[src/rv_isa_pkg.sv]
package rv_isa_pkg;

  typedef logic [31:0] instr_t;
  typedef logic [15:0] cinstr_t;
  typedef logic [31:0] addr_t;
  typedef logic [7:0]  byte_t;
  typedef logic [4:0]  reg_t;

  // major opcodes of the 32-bit forms
  localparam logic [6:0] OPC_OP_IMM = 7'b0010011;
  localparam logic [6:0] OPC_OP     = 7'b0110011;
  localparam logic [6:0] OPC_JAL    = 7'b1101111;

  localparam logic [2:0] FUNCT3_ADD = 3'b000; // shared by ADD and ADDI
  localparam logic [6:0] FUNCT7_ADD = 7'b0000000;

  localparam reg_t REG_ZERO = 5'd0;

  // compressed quadrants, low two bits of a 16-bit word
  localparam logic [1:0] C_Q1 = 2'b01;
  localparam logic [1:0] C_Q2 = 2'b10;
  localparam logic [1:0] C_FULL = 2'b11; // not compressed

  // quadrant 1 funct3
  localparam logic [2:0] C3_ADDI = 3'b000;
  localparam logic [2:0] C3_LI   = 3'b010;
  localparam logic [2:0] C3_J    = 3'b101;

  // quadrant 2 funct4
  localparam logic [3:0] C4_MV  = 4'b1000;
  localparam logic [3:0] C4_ADD = 4'b1001;

endpackage

[src/fetch_cfg_pkg.sv]
package fetch_cfg_pkg;

  // program memory
  localparam int MEM_BYTES = 256;
  localparam int MEM_AW    = 8;

  // buffer depths, also the initial credit counts of the two links
  localparam int QUEUE_DEPTH = 4;
  localparam int ISSUE_DEPTH = 2;

  localparam int CREDIT_W = 3;

  typedef logic [CREDIT_W-1:0] credit_t;
  typedef logic [MEM_AW-1:0]   mem_idx_t;

endpackage

[src/flash_loader.sv]
module flash_loader
  import rv_isa_pkg::*;
  import fetch_cfg_pkg::*;
(
  input  logic     clk,
  input  logic     rst,
  input  logic     flash,
  input  logic     uart_valid,
  input  byte_t    uart_data,
  output logic     wr_en,
  output mem_idx_t wr_addr,
  output byte_t    wr_data,
  output logic     clear
);

  typedef enum logic {
    CLEAR,
    WRITE
  } load_state_t;

  load_state_t state;
  mem_idx_t    addr;

  always_ff @(posedge clk) begin
    if (rst) begin
      state <= CLEAR;
      addr  <= '0;
    end else if (!flash) begin
      state <= CLEAR; // next flash starts clean at address 0
      addr  <= '0;
    end else begin
      case (state)
        CLEAR: state <= WRITE;
        WRITE: begin
          if (uart_valid) begin
            addr <= addr + 1'b1;
          end
        end
        default: state <= CLEAR;
      endcase
    end
  end

  assign clear   = flash && (state == CLEAR);
  assign wr_en   = flash && (state == WRITE) && uart_valid;
  assign wr_addr = addr;
  assign wr_data = uart_data;

  // a byte in the clear cycle would be dropped
  a_no_write_during_clear: assert property (
    @(posedge clk) disable iff (rst) clear |-> !uart_valid
  );

endmodule

[config.mk]
export PLATFORM = sky130hd
export DESIGN_NAME = flash_loader
export DESIGN_NICKNAME = d
export VERILOG_FILES = /design/src/rv_isa_pkg.sv /design/src/fetch_cfg_pkg.sv /design/src/flash_loader.sv
export SDC_FILE = /design/constraint.sdc
export NUM_CORES = 1
export LEC_CHECK = 0
export BUFFER_PORTS_ARGS = -buffer_cell sky130_fd_sc_hd__buf_2
export CORE_AREA = 2 2 39 41
export CTS_BUF_LIST = sky130_fd_sc_hd__clkbuf_4
export CTS_CLUSTER_SIZE = 40
export DETAILED_ROUTE_END_ITERATION = 12
export DIE_AREA = 0 0 41 43
export MAX_ROUTING_LAYER = met4
export PLACE_DENSITY = 0.69
export SYNTH_ARGS = -nofsm -noshare
export SYNTH_HDL_FRONTEND = slang
export SYNTH_SLANG_ARGS = --single-unit
[constraint.sdc]
create_clock -name clk -period 1.11 [get_ports clk]
set_input_delay 0.0555 -clock clk [delete_from_list [all_inputs] [get_ports clk]]
set_output_delay 0.0555 -clock clk [all_outputs]
set_load 0.05 [all_outputs]
======== After elaboration in Yosys (flattened, before gate mapping) ========
Cells that the tools add are included.
storage, ports and cells
  register bits after elaboration ......... 9
  output and inout bits ................... 18
cells by class
  add/subtract/negate cells ............... 1
  muxes and demuxes ....................... 1
  bitwise gates (word level) .............. 2
  reductions and logical operators ........ 5
operators with widths
  cell                 count
  $add 8x1->8 const B  1
  $logic_and 1x1->1    3
  $not 1->1            2
  $reduce_and 2->1     1
  $reduce_or 2->1      1
  $mux 1               1

======== Logic depth before layout (Yosys ltp) ========
  depth after elaboration ................. 2
  mapped depth ............................ 4
  gate-level depth less buffers ........... 4

======== Worst setup path before layout ========
No wires, ideal clock.
  path kind ............................... register to register
  start ................................... register addr[0] (netlist: wr_addr[0])
  end ..................................... register addr[6] (netlist: wr_addr[6])
  data arrival time ....................... 1.549 ns
  slack ................................... -0.509 ns
  stages on the path, launching flop included .. 5
  buffers on the path ..................... 0
  period minus slack after synthesis ...... 1.619 ns
  cells stage by stage .................... dfxtp_1 -> ha_1 -> nand3_1 -> or3_2 -> a21oi_1
on the way
  longest elaborated chain between the ends .. 1
ends and longest elaborated chain
  element                   line                text
  start: declaration        flash_loader.sv:22  mem_idx_t addr;
  start signal: assignment  flash_loader.sv:36  addr <= addr + 1'b1;
  $add 8x1->8               flash_loader.sv:36
No other way between the ends.
A chain may end at the register's enable or synchronous reset.

======== Worst setup path after layout ========
  start ................................... register addr[4] (netlist: wr_addr[4])
  end ..................................... register addr[7] (netlist: wr_addr[7])
Same word-level chain as after synthesis.

==> out/summary.txt <==
status -> finished with violations
violated checks -> setup timing
number of endpoints with negative hold slack in the final report -> 0
number of iterations in the first detailed-routing pass -> 2
sequential fraction of the synthesis area -> 0.401
NumNets Final -> 87
distinct cell type count after synthesis -> 21
Overall Global Routing Usage -> 0.149
first-pass GRT wire length -> 1650 µm
Syn. warnings -> 0
power density relative to cell area -> 926 nW/µm²
clock network latency to the later pin of the worst-skew pair -> 260 ps
setup TNS -> -72.3 ps
endpoint required time on the critical path -> 1300 ps
antenna diode count -> 0
post-route insts no fill -> 89
worst hold slack across all endpoints -> 111 ps
routability-driven placement congestion ratio -> 0.765
total clock sinks -> 9
critical path data arrival time -> 1350 ps
total CTS buffers -> 3
area overhead of the layout relative to synthesis -> 54.9%
via count -> 429
DRC violations left -> 0
clock-pin slew reported for the worst setup and hold paths after clock tree synthesis -> 60 ps
endpoint kind of the worst setup timing path -> flip-flop
horizontal die dimension -> 41 µm
via count of the first global-routing pass -> 404
Final Max Slew Viols -> 0
average size of a mapped cell -> 8.48 µm²
maximum fanout count along the critical path -> 2
sequence of cells on the critical path -> nand4_4 > or4_1 > a21oi_1
Die Outline Area -> 1760 µm²
Yosys reg bits -> 9
Crit-path slowest cell -> sky130_fd_sc_hd__or4_1
initial standard-cell utilization of the core -> 0.325
area of the mapped netlist -> 449 µm²
largest clock skew in the final design -> 8.73 ps
total global routing overflow -> 0
number of levels in the clock H-tree -> 1
RSZ-0062 raised after global routing -> true
category of cells accounting for the largest share of critical-path delay -> simple AND/OR/NAND/NOR gates
max-cap check violation count -> 0
slack of the critical path -> -43.8 ps
area of the placeable core -> 1380 µm²
count of routing violations after the opening detailed-route iteration -> 3
CTS tree -> done
class of the worst hold path -> in -> out
f_max -> 867 MHz
post-detailed-route count of antenna-violating nets -> 0
total placed cells including tap cells -> 81
most used cells in the layout excluding fill and tap cells -> sky130_fd_sc_hd__buf_2 (10), sky130_fd_sc_hd__buf_4 (10), sky130_fd_sc_hd__dfxtp_4 (7)
setup-violating endpoint count in the final report -> 3
FP Rows -> 14
synthesized net count -> 66
slew at the pin closest to its max-slew limit -> 335 ps
Leak -> 0.000298 µW
hold buffers post-CTS -> 0
post-layout min period -> 1150 ps
I/O pin total -> 30
share of the cycle needed by the critical path after routing -> 1.04
Setup crit start kind -> flip-flop
synthesized instance count -> 53
number of antenna violations at the first check in global routing -> 0
Reg area -> 208 µm²
area taken by multi-input logic gates -> 241 µm²
number of I/O port buffers -> 13
proportion of layout cells with a drive suffix above 1 -> 0.589
Routed WL -> 1060 µm
Crit path largest cell delay -> 510 ps
number of filler instances in the final layout -> 132
pin count of the biggest net entering global routing -> 10
worst relative slew slack -> 0.776
crit path kind -> reg -> reg
deepest clock path buffer count -> 2
Vias/cell -> 4.82
floorplan die height -> 43 µm
routed wirelength normalized by instance count -> 11.9 µm
master cell of the clock root buffer -> sky130_fd_sc_hd__clkbuf_4
maximum vdd ir drop -> 0.476 mV
CP Buf/Inv Count -> 0
[cell families after synthesis]
family / count (synthesis) / synth area share
fa+ha+maj: 1 / 0.0279
simple gates: 18 / 0.237
flops: 9 / 0.401
xor+xnor: 2 / 0.0390
buf+inv: 12 / 0.167
compound gates: 11 / 0.128
[power by group]
part / internal, µW / switching (µW)
sequential: 310 / 2.45
clock: 163 / 110
combinational: 24.1 / 34.8
[Yosys cell counts (all sizes together)]
master	n	area (µm²)
o31ai	1	7.51
dfxtp	9	180
buf	8	60.1
nor2	2	7.51
or3	4	26.3
nand4	2	18.8
or4	1	7.51
nand2	3	11.3
nand3	3	15.0
o21ai	4	20.0
inv	3	11.3
nand2b	1	6.26
clkbuf	1	3.75
xnor2	1	8.76
ha	1	12.5
a21oi	6	30.0
xor2	1	8.76
and2b	1	7.51
and3	1	6.26
[area by class of cell]
type                    instances  area share
inverters                       3      0.0162
multi-input cells              32       0.347
flip-flops and latches          9       0.299
well taps                      16      0.0288
repair buffers                 25       0.266
clock buffers                   4      0.0432
[final timing paths]
kind                start    endpoint  slack, ps  cells after the start
max reg2reg    wr_addr[4]  wr_addr[7]        -40                      3
min          uart_data[3]  wr_data[3]        110                      0
min reg2reg    wr_addr[7]  wr_addr[7]        490                      2
max            wr_addr[4]  wr_addr[7]        -40                      3
[per-layer routing]
layer	vias up	global-route usage	share of wire
li1	216	-	-
met1	198	0.133	0.37
met2	11	0.228	0.56
met3	4	0.0733	0.042
met4	0	0.113	0.027
met5	-	-	0
[worst register-to-register path: cells and delay by family (launching register included)]
family,cells,cell delay (ps)
AND/OR/NAND/NOR,2,600
flip-flops,1,360
AO/OA/AOI/OAI,1,130
[metrics by stage]
step           power (µW)  setup WS [ps]   util  area [µm²]
2_1_floorplan         426           -121      -         513
3_3_place_gp          369          -45.4  0.429         594
3_5_place_dp          370          -60.6  0.429         594
4_1_cts               653          -39.2  0.490         678
5_1_grt               672           -102  0.503         696
6_report              644          -43.8  0.503         696
[timing repair]
item / in CTS / in global routing
buffers inserted: 4 / 0
setup endpoints to repair: 6 / 8
pin swaps: 5 / 1
gates resized for setup: 7 / 5
[flip-flops by register name (all words and copies together), names as in the netlist]
| register | count |
|---|---|
| state | 1 |
| wr_addr | 8 |
Note: power is estimated with default switching activity, not from simulation.
