`config.mk`:
```
export PLATFORM = sky130hd
export DESIGN_NAME = instr_queue_flat
export DESIGN_NICKNAME = d
export VERILOG_FILES = /design/src/rv_isa_pkg.sv /design/src/fetch_cfg_pkg.sv /design/src/fetch_if.sv /design/src/instr_queue.sv /design/src/flat_wrapper.sv
export SDC_FILE = /design/constraint.sdc
export NUM_CORES = 1
export LEC_CHECK = 0
export BUFFER_PORTS_ARGS = -buffer_cell sky130_fd_sc_hd__clkbuf_2
export CAP_MARGIN = 5
export CORE_MARGIN = 5
export CORE_UTILIZATION = 30
export CTS_CLUSTER_SIZE = 40
export DETAILED_ROUTE_END_ITERATION = 10
export PLACE_DENSITY = 0.52
export SETUP_SLACK_MARGIN = 0.1
export SLEW_MARGIN = 5
export SYNTH_ARGS = -nofsm -noshare
export SYNTH_HDL_FRONTEND = slang
export SYNTH_SLANG_ARGS = --single-unit
export TNS_END_PERCENT = 50
```
`constraint.sdc`:
```
create_clock -name clk -period 9.6 [get_ports clk]
set_clock_uncertainty 0.2 [all_clocks]
set_input_delay 1.44 -clock clk [delete_from_list [all_inputs] [get_ports clk]]
set_output_delay 1.44 -clock clk [all_outputs]
set_load 0.05 [all_outputs]
```
`src/rv_isa_pkg.sv`:
```
package rv_isa_pkg;

  typedef logic [31:0] instr_t;
  typedef logic [15:0] cinstr_t;
  typedef logic [31:0] addr_t;
  typedef logic [7:0]  byte_t;
  typedef logic [4:0]  reg_t;

  // major opcodes of the 32-bit forms
  localparam logic [6:0] OPC_OP_IMM = 7'b0010011;
  localparam logic [6:0] OPC_OP     = 7'b0110011;
  localparam logic [6:0] OPC_JAL    = 7'b1101111;

  localparam logic [2:0] FUNCT3_ADD = 3'b000; // shared by ADD and ADDI
  localparam logic [6:0] FUNCT7_ADD = 7'b0000000;

  localparam reg_t REG_ZERO = 5'd0;

  // compressed quadrants, low two bits of a 16-bit word
  localparam logic [1:0] C_Q1 = 2'b01;
  localparam logic [1:0] C_Q2 = 2'b10;
  localparam logic [1:0] C_FULL = 2'b11; // not compressed

  // quadrant 1 funct3
  localparam logic [2:0] C3_ADDI = 3'b000;
  localparam logic [2:0] C3_LI   = 3'b010;
  localparam logic [2:0] C3_J    = 3'b101;

  // quadrant 2 funct4
  localparam logic [3:0] C4_MV  = 4'b1000;
  localparam logic [3:0] C4_ADD = 4'b1001;

endpackage

```
`src/fetch_cfg_pkg.sv`:
```
package fetch_cfg_pkg;

  // program memory
  localparam int MEM_BYTES = 256;
  localparam int MEM_AW    = 8;

  // buffer depths, also the initial credit counts of the two links
  localparam int QUEUE_DEPTH = 4;
  localparam int ISSUE_DEPTH = 2;

  localparam int CREDIT_W = 3;

  typedef logic [CREDIT_W-1:0] credit_t;
  typedef logic [MEM_AW-1:0]   mem_idx_t;

endpackage

```
`src/fetch_if.sv`:
```
interface fetch_if
  import rv_isa_pkg::*;
();

  logic   valid;  // push strobe
  addr_t  pc;
  instr_t instr;
  logic   credit; // one credit back per pulse

  modport producer (
    output valid,
    output pc,
    output instr,
    input  credit
  );

  modport consumer (
    input  valid,
    input  pc,
    input  instr,
    output credit
  );

endinterface

```
`src/instr_queue.sv`:
```
module instr_queue
  import rv_isa_pkg::*;
  import fetch_cfg_pkg::*;
(
  input  logic clk,
  input  logic rst,
  input  logic redirect,
  fetch_if.consumer in,
  fetch_if.producer out
);

  localparam int PTR_W = $clog2(QUEUE_DEPTH);
  localparam int CNT_W = $clog2(QUEUE_DEPTH + 1);

  addr_t  pc_mem    [QUEUE_DEPTH];
  instr_t instr_mem [QUEUE_DEPTH];

  logic [PTR_W-1:0] wr_ptr;
  logic [PTR_W-1:0] rd_ptr;
  logic [CNT_W-1:0] count;
  credit_t          out_credits; // free slots in the issue port

  logic push;
  logic pop;

  assign push = in.valid && !redirect;
  assign pop  = (count != '0) && (out_credits != '0) && !redirect;

  assign out.valid = pop;
  assign out.pc    = pc_mem[rd_ptr];
  assign out.instr = instr_mem[rd_ptr];
  assign in.credit = pop; // slot freed upstream with the pop

  always_ff @(posedge clk) begin
    if (push) begin
      pc_mem[wr_ptr]    <= in.pc;
      instr_mem[wr_ptr] <= in.instr;
    end
  end

  always_ff @(posedge clk) begin
    if (rst || redirect) begin
      wr_ptr      <= '0;
      rd_ptr      <= '0;
      count       <= '0;
      out_credits <= credit_t'(ISSUE_DEPTH);
    end else begin
      wr_ptr      <= wr_ptr + PTR_W'(push);
      rd_ptr      <= rd_ptr + PTR_W'(pop);
      count       <= count + CNT_W'(push) - CNT_W'(pop);
      out_credits <= out_credits + credit_t'(out.credit) - credit_t'(pop);
    end
  end

  // the fetch unit credits must keep pushes away from a full queue
  a_no_push_when_full: assert property (
    @(posedge clk) disable iff (rst) in.valid |-> count != CNT_W'(QUEUE_DEPTH)
  );

  a_credit_bound: assert property (
    @(posedge clk) disable iff (rst) out_credits <= credit_t'(ISSUE_DEPTH)
  );

endmodule

```
`src/flat_wrapper.sv`:
```
// flat-port wrapper written by rule: the top's interface ports become plain ports
module instr_queue_flat import rv_isa_pkg::*; import fetch_cfg_pkg::*;
  (clk, rst, redirect, in_valid, in_pc, in_instr, in_credit, out_valid, out_pc, out_instr, out_credit);
  fetch_if in_i ();
  fetch_if out_i ();
  input  logic clk;
  input  logic rst;
  input  logic redirect;
  input wire logic [$bits(in_i.valid)-1:0] in_valid;
  input wire logic [$bits(in_i.pc)-1:0] in_pc;
  input wire logic [$bits(in_i.instr)-1:0] in_instr;
  output wire logic [$bits(in_i.credit)-1:0] in_credit;
  output wire logic [$bits(out_i.valid)-1:0] out_valid;
  output wire logic [$bits(out_i.pc)-1:0] out_pc;
  output wire logic [$bits(out_i.instr)-1:0] out_instr;
  input wire logic [$bits(out_i.credit)-1:0] out_credit;
  assign in_i.valid = in_valid;
  assign in_i.pc = in_pc;
  assign in_i.instr = in_instr;
  assign in_credit = in_i.credit;
  assign out_valid = out_i.valid;
  assign out_pc = out_i.pc;
  assign out_instr = out_i.instr;
  assign out_i.credit = out_credit;
  instr_queue u_core (.clk(clk), .rst(rst), .redirect(redirect), .in(in_i), .out(out_i));
endmodule
```
### Word-level counts from Yosys, hierarchy flattened

Memories as Yosys holds them, arrays and structs flattened. A register that Yosys moved wholly into a read port is not among the register bits.
Index checks and enable logic that the tools add are counted.

* register bits: 10
* bits in writable memories: 256
* bits of input ports: 69
* output and inout bits: 66
* logic and storage cells: 23
* memories kept: 2

Memory list
* u_core.instr_mem: words 4, width 32, rd ports 1, clocked after Yosys merged registers in 1, write ports 1, RTL line instr_queue.sv:16 `instr_t instr_mem [QUEUE_DEPTH];`
* u_core.pc_mem: words 4, width 32, rd ports 1, clocked after Yosys merged registers in 1, write ports 1, RTL line instr_queue.sv:15 `addr_t pc_mem [QUEUE_DEPTH];`

* add/subtract/negate cells: 6
* multiplexer cells: 4
* reductions and logical operators: 7

Operators by type and width (number)
* $add A3 B1 Y3: 2
* $reduce_bool A3 Y1: 2
* $sub A3 B1 Y3: 2
* $add A2 B1 Y2: 2
* $mux W2: 2
* $logic_and A1 B1 Y1: 3
* $mux W1: 2
* $logic_not A1 Y1: 1
* $logic_or A1 B1 Y1: 1

### Longest topological paths before layout

* depth after elaboration: 5
* depth in mapped cells: 9

### Least setup slack after synthesis

Ideal clock, no wire load.

* path kind: in2reg
* start: input in_valid
* end: memory u_core.instr_mem[0][0] (netlist name) (enable)
* library setup time: 0.578 ns
* data arrival time: 6.411 ns
* required time: 8.822 ns
* path slack: 2.411 ns
* stages on the path: 2
* buffers on the path: 0
* cells stage by stage: nor2b_1 -> nor3b_1

* cells in the longest elaborated chain, start to end: 3

Ends and longest elaborated chain
* start, declared: RTL line flat_wrapper.sv:9 `input wire logic [$bits(in_i.valid)-1:0] in_valid;`
* $logic_and A1 B1 Y1: RTL line instr_queue.sv:26 `assign push = in.valid && !redirect;`
* $mux W1: RTL line instr_queue.sv:35 `if (push) begin`
* $mux W1 (not written as such): RTL line instr_queue.sv:37 `instr_mem[wr_ptr] <= in.instr;`
* end, declared: RTL line instr_queue.sv:16

No other way between the ends.

==> flow_summary.json <==
{
  "status": "finished clean",
  "setup_viol": 0,
  "drc": 0,
  "r2r_start": "u_core.count[1]",
  "syn_area_um2": 9840,
  "fin_crit_ps": 4630,
  "syn_inst": 384,
  "die_h_um": 191,
  "drv_slew": 0,
  "p_sw_w": 0.000550,
  "power_density_nw_per_um2": 217,
  "start_util_pct": 30.3,
  "totalWireLength_um": 18900,
  "dp_hpwl_um": 11100,
  "ys_ff_latch": 266,
  "cp.arrival_ps": 2990,
  "power_switching_share_pct": 21.2,
  "p_leak_nw": 3.97,
  "max-cap-violations": 0,
  "p_total_w": 0.00260,
  "io_pins": 135,
  "syn_area_per_cell_um2": 25.6,
  "die_w_um": 191,
  "crit_path_top_delay_cell": "dfxtp_4",
  "cts_hold_buffers": 0,
  "cts-htree-levels": 1,
  "cts_sinks": 266,
  "start_kind": "flop",
  "drive_above_1_share_pct": 44.0,
  "ir_worst_vdd_v": 0.000124,
  "postCtsSetupBuffers": 0,
  "power.share.clock_pct": 43.9,
  "max_freq_mhz": 216,
  "gr-total-overflow": 0,
  "rsz0062_at_grt": "false",
  "r2r_cells": 7,
  "cts_resized": 0,
  "grt_pass1_vias": 4934,
  "pwr-share-seq_pct": 50.0,
  "min_from": "u_core.wr_ptr[1]",
  "final_common_cell": "edfxtp_1",
  "grt_max_degree": 66,
  "dieArea_um2": 36500,
  "ant_nets": 0,
  "final_cell_mix": "256 x edfxtp_1, 134 x clkbuf_2, 60 x mux4_2",
  "tns_ps": 0,
  "final_hold_viol_count": 0,
  "place.gp.congestion": 0.652,
  "first_pass_iters": 4,
  "crit_type": "reg2out",
  "synth_nets": 461,
  "place_area_um2": 10900,
  "seq_area_frac_synth_pct": 80.2,
  "wl_per_cell_um": 18.8,
  "hold_end": "u_core.wr_ptr[1]",
  "cts-root-buf": "clkbuf_16",
  "coreArea_um2": 32500,
  "worst-r2r-setup-slack_ps": 6980,
  "n_antenna_cell": 0,
  "ys_types": 23,
  "fp-row-count": 66,
  "min_period_over_period_pct": 48.2,
  "grt_pass1_wl_um": 29500,
  "routed_via_density": 4.33,
  "clk_pin_slew_ps": 60,
  "critPathMaxStageDelay_ps": 760,
  "final_area_um2": 12000,
  "nNetsFinal": 617,
  "track_usage_pct": 10.5,
  "syn_to_final_growth_pct": 21.6,
  "p_comb_share_pct": 6.1,
  "port_buffers": 134,
  "cts_buffers": 30,
  "cp_cell_sequence": "buf_4, mux4_1, clkbuf_2",
  "p_int_w": 0.00205,
  "yosysWarnings": 0,
  "crit_fanout": 36,
  "initialDrtViolationCount": 180,
  "required_ps": 7960,
  "end_kind": "output pin",
  "hold_path_depth": 2,
  "vias": 4355,
  "worstMarginPinSlew_ps": 1080,
  "worstReg2RegEnd": "u_core.out_credits[1]",
  "clock_latency_ps": 550,
  "cts_tree": "built",
  "clk_path_buf_depth": 3,
  "relSlewSlack_pct": 28.2,
  "antenna_found_initial": 1,
  "hold_path_class": "reg2reg"
}
metrics by stage:
step                      std cells  setup slack, ps  hold slack (ps)  util (%)
final                          1005             4970              407      36.8
after global routing           1005             4660              448      36.8
after CTS                      1005             4800              406      36.8
after detailed placement        950             5410              391      33.7
after global placement          950             5410              370      33.7
after floorplan                 384             2410              318         -
worst max-delay path, delay by kind of cell, from the launching register on:
family                 cells  cell delay (ps)
buffers and inverters      2              950
DFF                        1              760
muxes                      1              680
sequential cells by signal, summed over array words and instances (netlist names):
register,count
u_core.out_credits,3
u_core.rd_ptr,2
u_core.count,3
u_core.pc_mem,128
u_core.wr_ptr,2
u_core.instr_mem,128
synthesized netlist by cell type:
library cell	n	area, µm²
or2_1	1	6.26
nor3_1	3	15.0
and2_1	4	25.0
buf_12	6	120
nor2b_1	1	6.26
dfxtp_1	10	200
buf_4	1	7.51
buf_6	1	11.3
nor3b_1	1	7.51
edfxtp_1	256	7690
and3_1	1	6.26
mux4_2	60	1350
inv_1	7	26.3
xnor3_1	1	22.5
buf_2	7	35.0
xnor2_1	2	17.5
and3b_1	2	17.5
fa_1	2	40.0
nor2_1	6	22.5
or3_1	1	6.26
xor3_1	1	23.8
mux4_1	4	105
ha_1	6	75.1
worst max-delay path by stage:
stage | startpoint | slack, ps | endpoint | cells past startpoint
finish | u_core.rd_ptr[0] | 4970 | out_pc[31] | 3
global route | u_core.rd_ptr[0] | 4660 | out_pc[31] | 3
CTS | u_core.rd_ptr[0] | 4800 | out_pc[31] | 3
detailed placement | u_core.rd_ptr[0] | 5410 | out_pc[31] | 3
global placement | u_core.rd_ptr[0] | 5410 | out_pc[31] | 3
floorplan | in_valid | 2410 | u_core.instr_mem[0][0] | 2
kinds of logic after synthesis:
group / after synthesis / synth area share, %
xor gates and xnor gates: 4 / 0.649
adders and majority gates: 8 / 1.17
buffers and inverters: 22 / 2.04
DFF: 266 / 80.2
muxes: 64 / 14.8
and+or+nand+nor: 20 / 1.15
layer usage:
metal	vias to the layer above	global-route usage (%)	wire [µm]	share of wire [%]
met5	-	0	14	0.074
met4	2	2.71	469	2.5
met2	108	17.8	9580	51
met1	2253	13.1	7560	40
li1	1954	-	-	-
met3	38	3.10	1250	6.6
layout make-up:
class                      instances  area [µm²]
fill                            2980       20500
clock buffer                      34         766
clock inverter                    21         243
multi-input combinational         96        1770
timing repair buffer             139         708
tap                              442         553
sequential                       266        7900
inverter                           7        26.3
power by group through the flow:
stage                     logic [W]  clock network (W)  registers [W]
final                      0.000159            0.00114        0.00130
after global placement     0.000158                  0        0.00132
after floorplan            0.000116                  0        0.00132
after global routing       0.000171            0.00123        0.00130
after CTS                  0.000163            0.00118        0.00130
after detailed placement   0.000163                  0        0.00132
No activity file was read; power rests on OpenSTA's default activity.
