===== config.mk =====
export PLATFORM = sky130hd
export DESIGN_NAME = fetch_unit_flat
export DESIGN_NICKNAME = d
export VERILOG_FILES = /design/src/rv_isa_pkg.sv /design/src/fetch_cfg_pkg.sv /design/src/fetch_if.sv /design/src/rvc_expander.sv /design/src/fetch_unit.sv /design/src/flat_wrapper.sv
export SDC_FILE = /design/constraint.sdc
export NUM_CORES = 1
export LEC_CHECK = 0
export ABC_CLOCK_PERIOD_IN_PS = 2700
export BUFFER_PORTS_ARGS = -buffer_cell sky130_fd_sc_hd__buf_2
export CAP_MARGIN = 5
export CORE_UTILIZATION = 40
export CTS_BUF_LIST = sky130_fd_sc_hd__clkbuf_4
export DETAILED_ROUTE_END_ITERATION = 8
export PLACE_DENSITY = 0.8
export SYNTH_ARGS = -nofsm -noshare
export SYNTH_HDL_FRONTEND = slang
export SYNTH_SLANG_ARGS = --single-unit

===== constraint.sdc =====
create_clock -name clk -period 2.7 [get_ports clk]
set_clock_uncertainty 0.15 [all_clocks]
set_input_delay 0 -clock clk [delete_from_list [all_inputs] [get_ports clk]]
set_output_delay 0 -clock clk [all_outputs]
set_load 0.1 [all_outputs]

===== src/rv_isa_pkg.sv =====
package rv_isa_pkg;

  typedef logic [31:0] instr_t;
  typedef logic [15:0] cinstr_t;
  typedef logic [31:0] addr_t;
  typedef logic [7:0]  byte_t;
  typedef logic [4:0]  reg_t;

  // major opcodes of the 32-bit forms
  localparam logic [6:0] OPC_OP_IMM = 7'b0010011;
  localparam logic [6:0] OPC_OP     = 7'b0110011;
  localparam logic [6:0] OPC_JAL    = 7'b1101111;

  localparam logic [2:0] FUNCT3_ADD = 3'b000; // shared by ADD and ADDI
  localparam logic [6:0] FUNCT7_ADD = 7'b0000000;

  localparam reg_t REG_ZERO = 5'd0;

  // compressed quadrants, low two bits of a 16-bit word
  localparam logic [1:0] C_Q1 = 2'b01;
  localparam logic [1:0] C_Q2 = 2'b10;
  localparam logic [1:0] C_FULL = 2'b11; // not compressed

  // quadrant 1 funct3
  localparam logic [2:0] C3_ADDI = 3'b000;
  localparam logic [2:0] C3_LI   = 3'b010;
  localparam logic [2:0] C3_J    = 3'b101;

  // quadrant 2 funct4
  localparam logic [3:0] C4_MV  = 4'b1000;
  localparam logic [3:0] C4_ADD = 4'b1001;

endpackage


===== src/fetch_cfg_pkg.sv =====
package fetch_cfg_pkg;

  // program memory
  localparam int MEM_BYTES = 256;
  localparam int MEM_AW    = 8;

  // buffer depths, also the initial credit counts of the two links
  localparam int QUEUE_DEPTH = 4;
  localparam int ISSUE_DEPTH = 2;

  localparam int CREDIT_W = 3;

  typedef logic [CREDIT_W-1:0] credit_t;
  typedef logic [MEM_AW-1:0]   mem_idx_t;

endpackage


===== src/fetch_if.sv =====
interface fetch_if
  import rv_isa_pkg::*;
();

  logic   valid;  // push strobe
  addr_t  pc;
  instr_t instr;
  logic   credit; // one credit back per pulse

  modport producer (
    output valid,
    output pc,
    output instr,
    input  credit
  );

  modport consumer (
    input  valid,
    input  pc,
    input  instr,
    output credit
  );

endinterface


===== src/rvc_expander.sv =====
module rvc_expander
  import rv_isa_pkg::*;
(
  input  cinstr_t cinstr,
  output instr_t  instr
);

  reg_t        rd;
  reg_t        rs2;
  logic [2:0]  funct3;
  logic [3:0]  funct4;
  logic [11:0] imm6;  // CI immediate, sign extended to 12 bits
  logic [20:0] j_off; // CJ offset, sign extended, bit 0 zero

  assign rd     = cinstr[11:7];
  assign rs2    = cinstr[6:2];
  assign funct3 = cinstr[15:13];
  assign funct4 = cinstr[15:12];

  assign imm6 = {{6{cinstr[12]}}, cinstr[12], cinstr[6:2]};

  // offset[11|4|9:8|10|6|7|3:1|5] sits in bits 12:2
  assign j_off = {
    {10{cinstr[12]}}, // bits 20..11
    cinstr[8],        // 10
    cinstr[10:9],     // 9:8
    cinstr[6],        // 7
    cinstr[7],        // 6
    cinstr[2],        // 5
    cinstr[11],       // 4
    cinstr[5:3],      // 3:1
    1'b0
  };

  always_comb begin
    instr = '0; // illegal unless matched below
    case (cinstr[1:0])
      C_Q1: begin
        case (funct3)
          C3_ADDI: instr = {imm6, rd, FUNCT3_ADD, rd, OPC_OP_IMM};
          C3_LI:   instr = {imm6, REG_ZERO, FUNCT3_ADD, rd, OPC_OP_IMM};
          C3_J: begin
            instr = {j_off[20], j_off[10:1], j_off[11], j_off[19:12],
                     REG_ZERO, OPC_JAL};
          end
          default: instr = '0;
        endcase
      end
      C_Q2: begin
        // rs2 of zero selects C.JR / C.JALR / C.EBREAK, not handled
        if (rs2 != REG_ZERO) begin
          case (funct4)
            C4_MV:   instr = {FUNCT7_ADD, rs2, REG_ZERO, FUNCT3_ADD, rd, OPC_OP};
            C4_ADD:  instr = {FUNCT7_ADD, rs2, rd, FUNCT3_ADD, rd, OPC_OP};
            default: instr = '0;
          endcase
        end
      end
      default: instr = '0;
    endcase
  end

endmodule


===== src/fetch_unit.sv =====
module fetch_unit
  import rv_isa_pkg::*;
  import fetch_cfg_pkg::*;
(
  input  logic    clk,
  input  logic    rst,
  input  logic    flash,
  input  logic    redirect,
  input  addr_t   redirect_pc,
  input  instr_t  rd_instr,
  output addr_t   rd_addr,
  fetch_if.producer q
);

  addr_t   pc;
  addr_t   pc_next;
  credit_t credits;
  instr_t  expanded;
  logic    is_compressed;
  logic    push;

  rvc_expander u_rvc_expander (
    .cinstr (rd_instr[15:0]),
    .instr  (expanded)
  );

  assign rd_addr       = pc;
  assign is_compressed = (rd_instr[1:0] != C_FULL);
  assign push          = (credits != '0) && !flash && !redirect;

  assign q.valid = push;
  assign q.pc    = pc;
  assign q.instr = is_compressed ? expanded : rd_instr;

  always_comb begin
    if (redirect) begin
      pc_next = redirect_pc;
    end else if (flash) begin
      pc_next = '0;
    end else if (!push) begin
      pc_next = pc; // out of credits, hold
    end else if (is_compressed) begin
      pc_next = pc + 32'd2;
    end else begin
      pc_next = pc + 32'd4;
    end
  end

  always_ff @(posedge clk) begin
    if (rst) begin
      pc      <= '0;
      credits <= credit_t'(QUEUE_DEPTH);
    end else begin
      pc <= pc_next;
      if (redirect) begin
        credits <= credit_t'(QUEUE_DEPTH); // queue empties on the same edge
      end else begin
        credits <= credits + credit_t'(q.credit) - credit_t'(push);
      end
    end
  end

  a_credit_bound: assert property (
    @(posedge clk) disable iff (rst) credits <= credit_t'(QUEUE_DEPTH)
  );

endmodule


===== src/flat_wrapper.sv =====
// flat-port wrapper written by rule: the top's interface ports become plain ports
module fetch_unit_flat import rv_isa_pkg::*; import fetch_cfg_pkg::*;
  (clk, rst, flash, redirect, redirect_pc, rd_instr, rd_addr, q_valid, q_pc, q_instr, q_credit);
  fetch_if q_i ();
  input  logic clk;
  input  logic rst;
  input  logic flash;
  input  logic redirect;
  input  addr_t redirect_pc;
  input  instr_t rd_instr;
  output addr_t rd_addr;
  output wire logic [$bits(q_i.valid)-1:0] q_valid;
  output wire logic [$bits(q_i.pc)-1:0] q_pc;
  output wire logic [$bits(q_i.instr)-1:0] q_instr;
  input wire logic [$bits(q_i.credit)-1:0] q_credit;
  assign q_valid = q_i.valid;
  assign q_pc = q_i.pc;
  assign q_instr = q_i.instr;
  assign q_i.credit = q_credit;
  fetch_unit u_core (.clk(clk), .rst(rst), .flash(flash), .redirect(redirect), .redirect_pc(redirect_pc), .rd_instr(rd_instr), .rd_addr(rd_addr), .q(q_i));
endmodule

Yosys cells after proc, flatten, opt, wreduce, memory -nomap -nowiden
Cells that the tools add are included.
{"block": "totals", "reg_bits": 35, "input_bits": 69, "word_cells": 31}
{"block": "classes", "n_addsub": 4, "n_eq_ne": 7, "muxes": 9, "n_reduce_logical": 9}
{"operator": "two-way mux 32 bit", "n": 5}
{"operator": "one-hot mux 32 bit (3 select lines)", "n": 1}
{"operator": "one-hot mux 32 bit (2 select lines)", "n": 1}
{"operator": "one-hot mux 25 bit (2 select lines)", "n": 1}
{"operator": "adder 32 x 2 -> 32 bit (second input constant)", "n": 1}
{"operator": "adder 32 x 3 -> 32 bit (second input constant)", "n": 1}
{"operator": "two-way mux 25 bit", "n": 1}
{"operator": "== test 4 bit (second input constant)", "n": 2}
{"operator": "nonzero test 3 bit", "n": 2}
{"operator": "nonzero test 5 bit", "n": 1}
{"operator": "adder 3 x 1 -> 3 bit", "n": 1}
{"operator": "== test 3 x 2 -> 1 bit (second input constant)", "n": 1}
{"operator": "== test 3 bit (second input constant)", "n": 1}
{"operator": "logical NOT 3 bit", "n": 1}
{"operator": "subtractor 3 x 1 -> 3 bit", "n": 1}
{"operator": "== test 2 x 1 -> 1 bit (second input constant)", "n": 1}
{"operator": "== test 2 bit (second input constant)", "n": 1}
{"operator": "logical AND 1 bit", "n": 2}
{"operator": "logical NOT 1 bit", "n": 2}
{"operator": "!= test 2 bit (second input constant)", "n": 1}
{"operator": "OR reduction 2 bit", "n": 1}

Logic depth before layout (Yosys ltp)
{"block": "depth", "ltp_word": 6, "mapped_depth": 10, "ltp_nobuf": 9}

Cells and area by module
Synthesis repeated with hierarchy kept, for this count alone.
{"block": "unflattened", "hier_cells": 413, "hier_area_um2": 3223.1}
{"module": "fetch_unit", "n_inst": 1, "cells_each": 334, "area_each_um2": 2736.4, "seq_area_each_um2": 700.7}
{"module": "rvc_expander", "n_inst": 1, "cells_each": 79, "area_each_um2": 486.7, "seq_area_each_um2": 0.0}

Worst setup path after synthesis
OpenSTA, ideal clock, no wires.
{"block": "synth_timing", "kind": "register to register", "startpoint": "register u_core.credits[1]", "endpoint": "register u_core.credits[2]", "setup_time_ns": 0.127, "arrival_ns": 3.433, "t_required_ns": 2.423, "slack_ns": -1.010, "stages_incl_launch_ff": 11, "path_buffers": 1, "synth_period_minus_slack_ns": 3.710, "cell_sequence": "dfxtp_1 > nor3_1 > clkbuf_1 > nor2_1 > ha_1 > inv_1 > ha_1 > inv_1 > fa_1 > xnor2_1 > or3_1"}
{"block": "synth_between", "elab_chain_len": 4}
{"item": "from (decl)", "line": "fetch_unit.sv:17", "source": "credit_t credits;"}
{"item": "from (signal assigned)", "line": "fetch_unit.sv:52", "source": "credits <= credit_t'(QUEUE_DEPTH);"}
{"item": "from (signal assigned)", "line": "fetch_unit.sv:56", "source": "credits <= credit_t'(QUEUE_DEPTH);"}
{"item": "from (signal assigned)", "line": "fetch_unit.sv:58", "source": "credits <= credits + credit_t'(q.credit) - credit_t'(push);"}
{"item": "nonzero test 3 bit", "line": "fetch_unit.sv:29", "source": "assign push = (credits != '0) && !flash && !redirect;"}
{"item": "logical AND 1 bit (2 in a row)", "line": "fetch_unit.sv:29"}
{"item": "named net q_valid", "line": "flat_wrapper.sv:12", "source": "output wire logic [$bits(q_i.valid)-1:0] q_valid;"}
{"item": "subtractor 3 x 1 -> 3 bit", "line": "fetch_unit.sv:58"}
The timed path passes the listed nets, and every way through them passes these cells.
A chain may end at the register's enable or synchronous reset.

Worst setup path in the final report
{"block": "layout_timing", "startpoint": "register u_core.credits[1]", "endpoint": "register u_core.pc[21], in the netlist u_core.q.pc[21]"}
{"block": "layout_between", "elab_chain_len": 4}
{"item": "nonzero test 3 bit", "line": "fetch_unit.sv:29"}
{"item": "logical AND 1 bit (2 in a row)", "line": "fetch_unit.sv:29"}
{"item": "nonzero test 3 bit (no line)"}
{"item": "to (signal assigned)", "line": "fetch_unit.sv:54", "source": "pc <= pc_next;"}
{"item": "to (decl)", "line": "fetch_unit.sv:15", "source": "addr_t pc;"}
Every way passes these cells.

==> impl_metrics.tcl <==
set metrics [dict create \
    final_core_util_pct 59.1 \
    ir_worst_vdd_v 0.000253 \
    die_area_sq_um 7470 \
    synthTopCellsByArea "dfxtp_1 (25%), buf_4 (8.4%), nand2_1 (6.8%)" \
    start_util_pct 41.8 \
    seq_area_frac_synth_pct 24.6 \
    start_kind "register" \
    grt_pass1_wl_mm 15.7 \
    synth-seq-cells 35 \
    antenna_found_initial 0 \
    synth.cell_area_sq_um 2850 \
    post-synth-top-count-cell "nand2_1" \
    crit_family "buffers and inverters" \
    cts_setup_buffers 0 \
    syn_inst 386 \
    min_period_over_period_pct 96.8 \
    drt_iter0_drc 197 \
    clkTransAtPathRegs_ns 0.11 \
    slew_violations 0 \
    wl_met2_mm 5.24 \
    cpPeakStageDelay_ns 0.58 \
    clock-sinks 35 \
    synth_warnings 0 \
    synth_edf_count 0 \
    syn_avg_cell_area_sq_um 7.39 \
    yosys.area.top_type "dfxtp_1" \
    hold_viol_final 0 \
    row_count 30 \
    worst_skew_pair.late_latency_ns 0.34 \
    core_area_sq_um 6830 \
    syn_to_final_growth_pct 41.5 \
    cp.arrival_ns 2.70 \
    cts_buffer_depth 2 \
    met3_length_um 850 \
    path_class "register to register" \
    chipWidth_um 86.5 \
    end_kind "register" \
    path_cells "nor3_1 -> buf_4 -> nand2_1 -> a21oi_1 -> a211oi_1 -> dlygate4sd3_1" \
    via_per_inst 5.54 \
    fill_cells 662 \
    die_y_um 86.5 \
    status "finished clean" \
    hold_path.class "input pin to register" \
    p_total_mw 1.74 \
    synth_fp_nets 463 \
    yosys.area.top_type_share_pct 24.6 \
    synth.top_cells.by_count "nand2_1 (52), dfxtp_1 (35), buf_4 (32)" \
    cts_buffers 5 \
    ioPinCount 166 \
    n_antenna_cell 0 \
    drcViolationCount 0 \
    cts_tree "built" \
    powerDensity_nw_per_um2 432 \
    io_buffer_count 165 \
    detail-route-antenna-nets 0 \
    cts-root-buf "clkbuf_4" \
    wl_mm 10.2 \
    synthArstFlopShare_pct 0 \
    slew_headroom_pct 59.0 \
    fin_cells 650 \
    register_area_sq_um 711 \
    routedWlPerCell_um 15.7 \
    rsz0062_at_grt "yes" \
    leakagePower_nw 2.03 \
    drt-pass1-iter-count 5 \
    grt_start_max_net_pins 32 \
    grt_pass1_vias 3224 \
    path_buf_inv 2 \
    tightest_slew_ns 0.610 \
    max_cap_viol_count 0 \
    placed_cells 603 \
    synth_top_flop_cell "dfxtp_1" \
    met1_length_mm 3.92 \
    critical_path.slowest_cell "dlygate4sd3_1" \
    drive_gt1_share_pct 35.7 \
    gp_congestion 0.923 \
    hpwl_mm 7.10 \
    synth.distinct_cells 59 \
    multiInputGateArea_sq_um 1840 \
    path_max_fanout 13 \
    grt_overflow 0 \
    worstPathRequired_ns 2.79 \
    max_freq_mhz 383 \
    top_layer "met4" \
    num_vias 3604 \
    setup-violations-final 0 \
    nNetsFinal 631 \
    grt_usage_pct 26.6 \
    htreeDepth 2 \
    min_period_ns 2.61 \
]
placed cells by master, fill, tap and decap left out, types with 8 or more instances in the layout:
cell | synthesis | layout
nor3_1 | 16 | 16
nor2_1 | 28 | 26
nand2_1 | 52 | 52
o21ai_0 | 11 | 10
nand3_1 | 13 | 12
a21o_1 | 8 | 8
inv_1 | 10 | 10
dlygate4sd3_1 | 0 | 40
buf_2 | 1 | 165
o21ai_1 | 15 | 16
a21oi_1 | 30 | 30
dfxtp_1 | 35 | 29
xor2_1 | 9 | 9
timing repair:
action / 4_1_cts / 5_1_grt
hold buffers: 40 / 0
endpoints found under the hold margin: 33 / 0
endpoints found under the setup margin: 0 / 1
resized for setup: 0 / 7
area by class of cell:
| type | count | area share, % |
|---|---|---|
| Multi-Input combinational cell | 290 | 45.7 |
| Timing Repair Buffer | 212 | 31.7 |
| Sequential cell | 35 | 17.6 |
| Tap cell | 96 | 2.97 |
| Clock buffer | 5 | 0.930 |
| Inverter | 10 | 0.930 |
| Clock inverter | 2 | 0.217 |
registers in the layout, summed over array words and instances, names as in the netlist:
register        cells
u_core.credits      3
u_core.q.pc        32
power by group:
part	internal (mW)	total (mW)	switching [mW]
sequential	0.543	0.587	0.0438
combinational	0.197	0.880	0.683
clock	0.0923	0.275	0.183
cell families after synthesis:
family,share of synthesized area [%]
fa+ha+maj,3.77
mux,1.45
buf+inv,12.3
xor+xnor,4.30
simple gates,27.4
compound gates,26.2
flops,24.6
stage by stage:
step	TNS [ns]	hold WS, ns	area, sq um	setup WS [ns]
2_1_floorplan	-2.14	-0.0477	2870	-0.331
3_3_place_gp	0	0.0506	3550	0.370
3_5_place_dp	0	0.0561	3550	0.276
4_1_cts	0	0.00796	4000	0.0152
5_1_grt	-0.0556	0.0387	4040	-0.0556
6_report	0	0.0147	4040	0.0864
worst paths after layout:
kind	cells past startpoint	start	endpoint	slack [ns]
max	6	u_core.credits[1]$_SDFF_PP0_	u_core.q.pc[21]$_SDFFE_PP0P_	0.09
min	2	rst	u_core.q.pc[26]$_SDFFE_PP0P_	0.01
max reg2reg	6	u_core.credits[1]$_SDFF_PP0_	u_core.q.pc[21]$_SDFFE_PP0P_	0.09
min reg2reg	2	u_core.q.pc[2]$_SDFFE_PP0P_	u_core.q.pc[2]$_SDFFE_PP0P_	0.41
layer usage:
layer / global-route usage [%] / vias up
met3: 5.05 / 16
met2: 48.3 / 201
met4: 8.94 / 0
met5: 0 / -
li1: - / 1717
met1: 31.3 / 1670
Power figures use the tool's default switching activity.
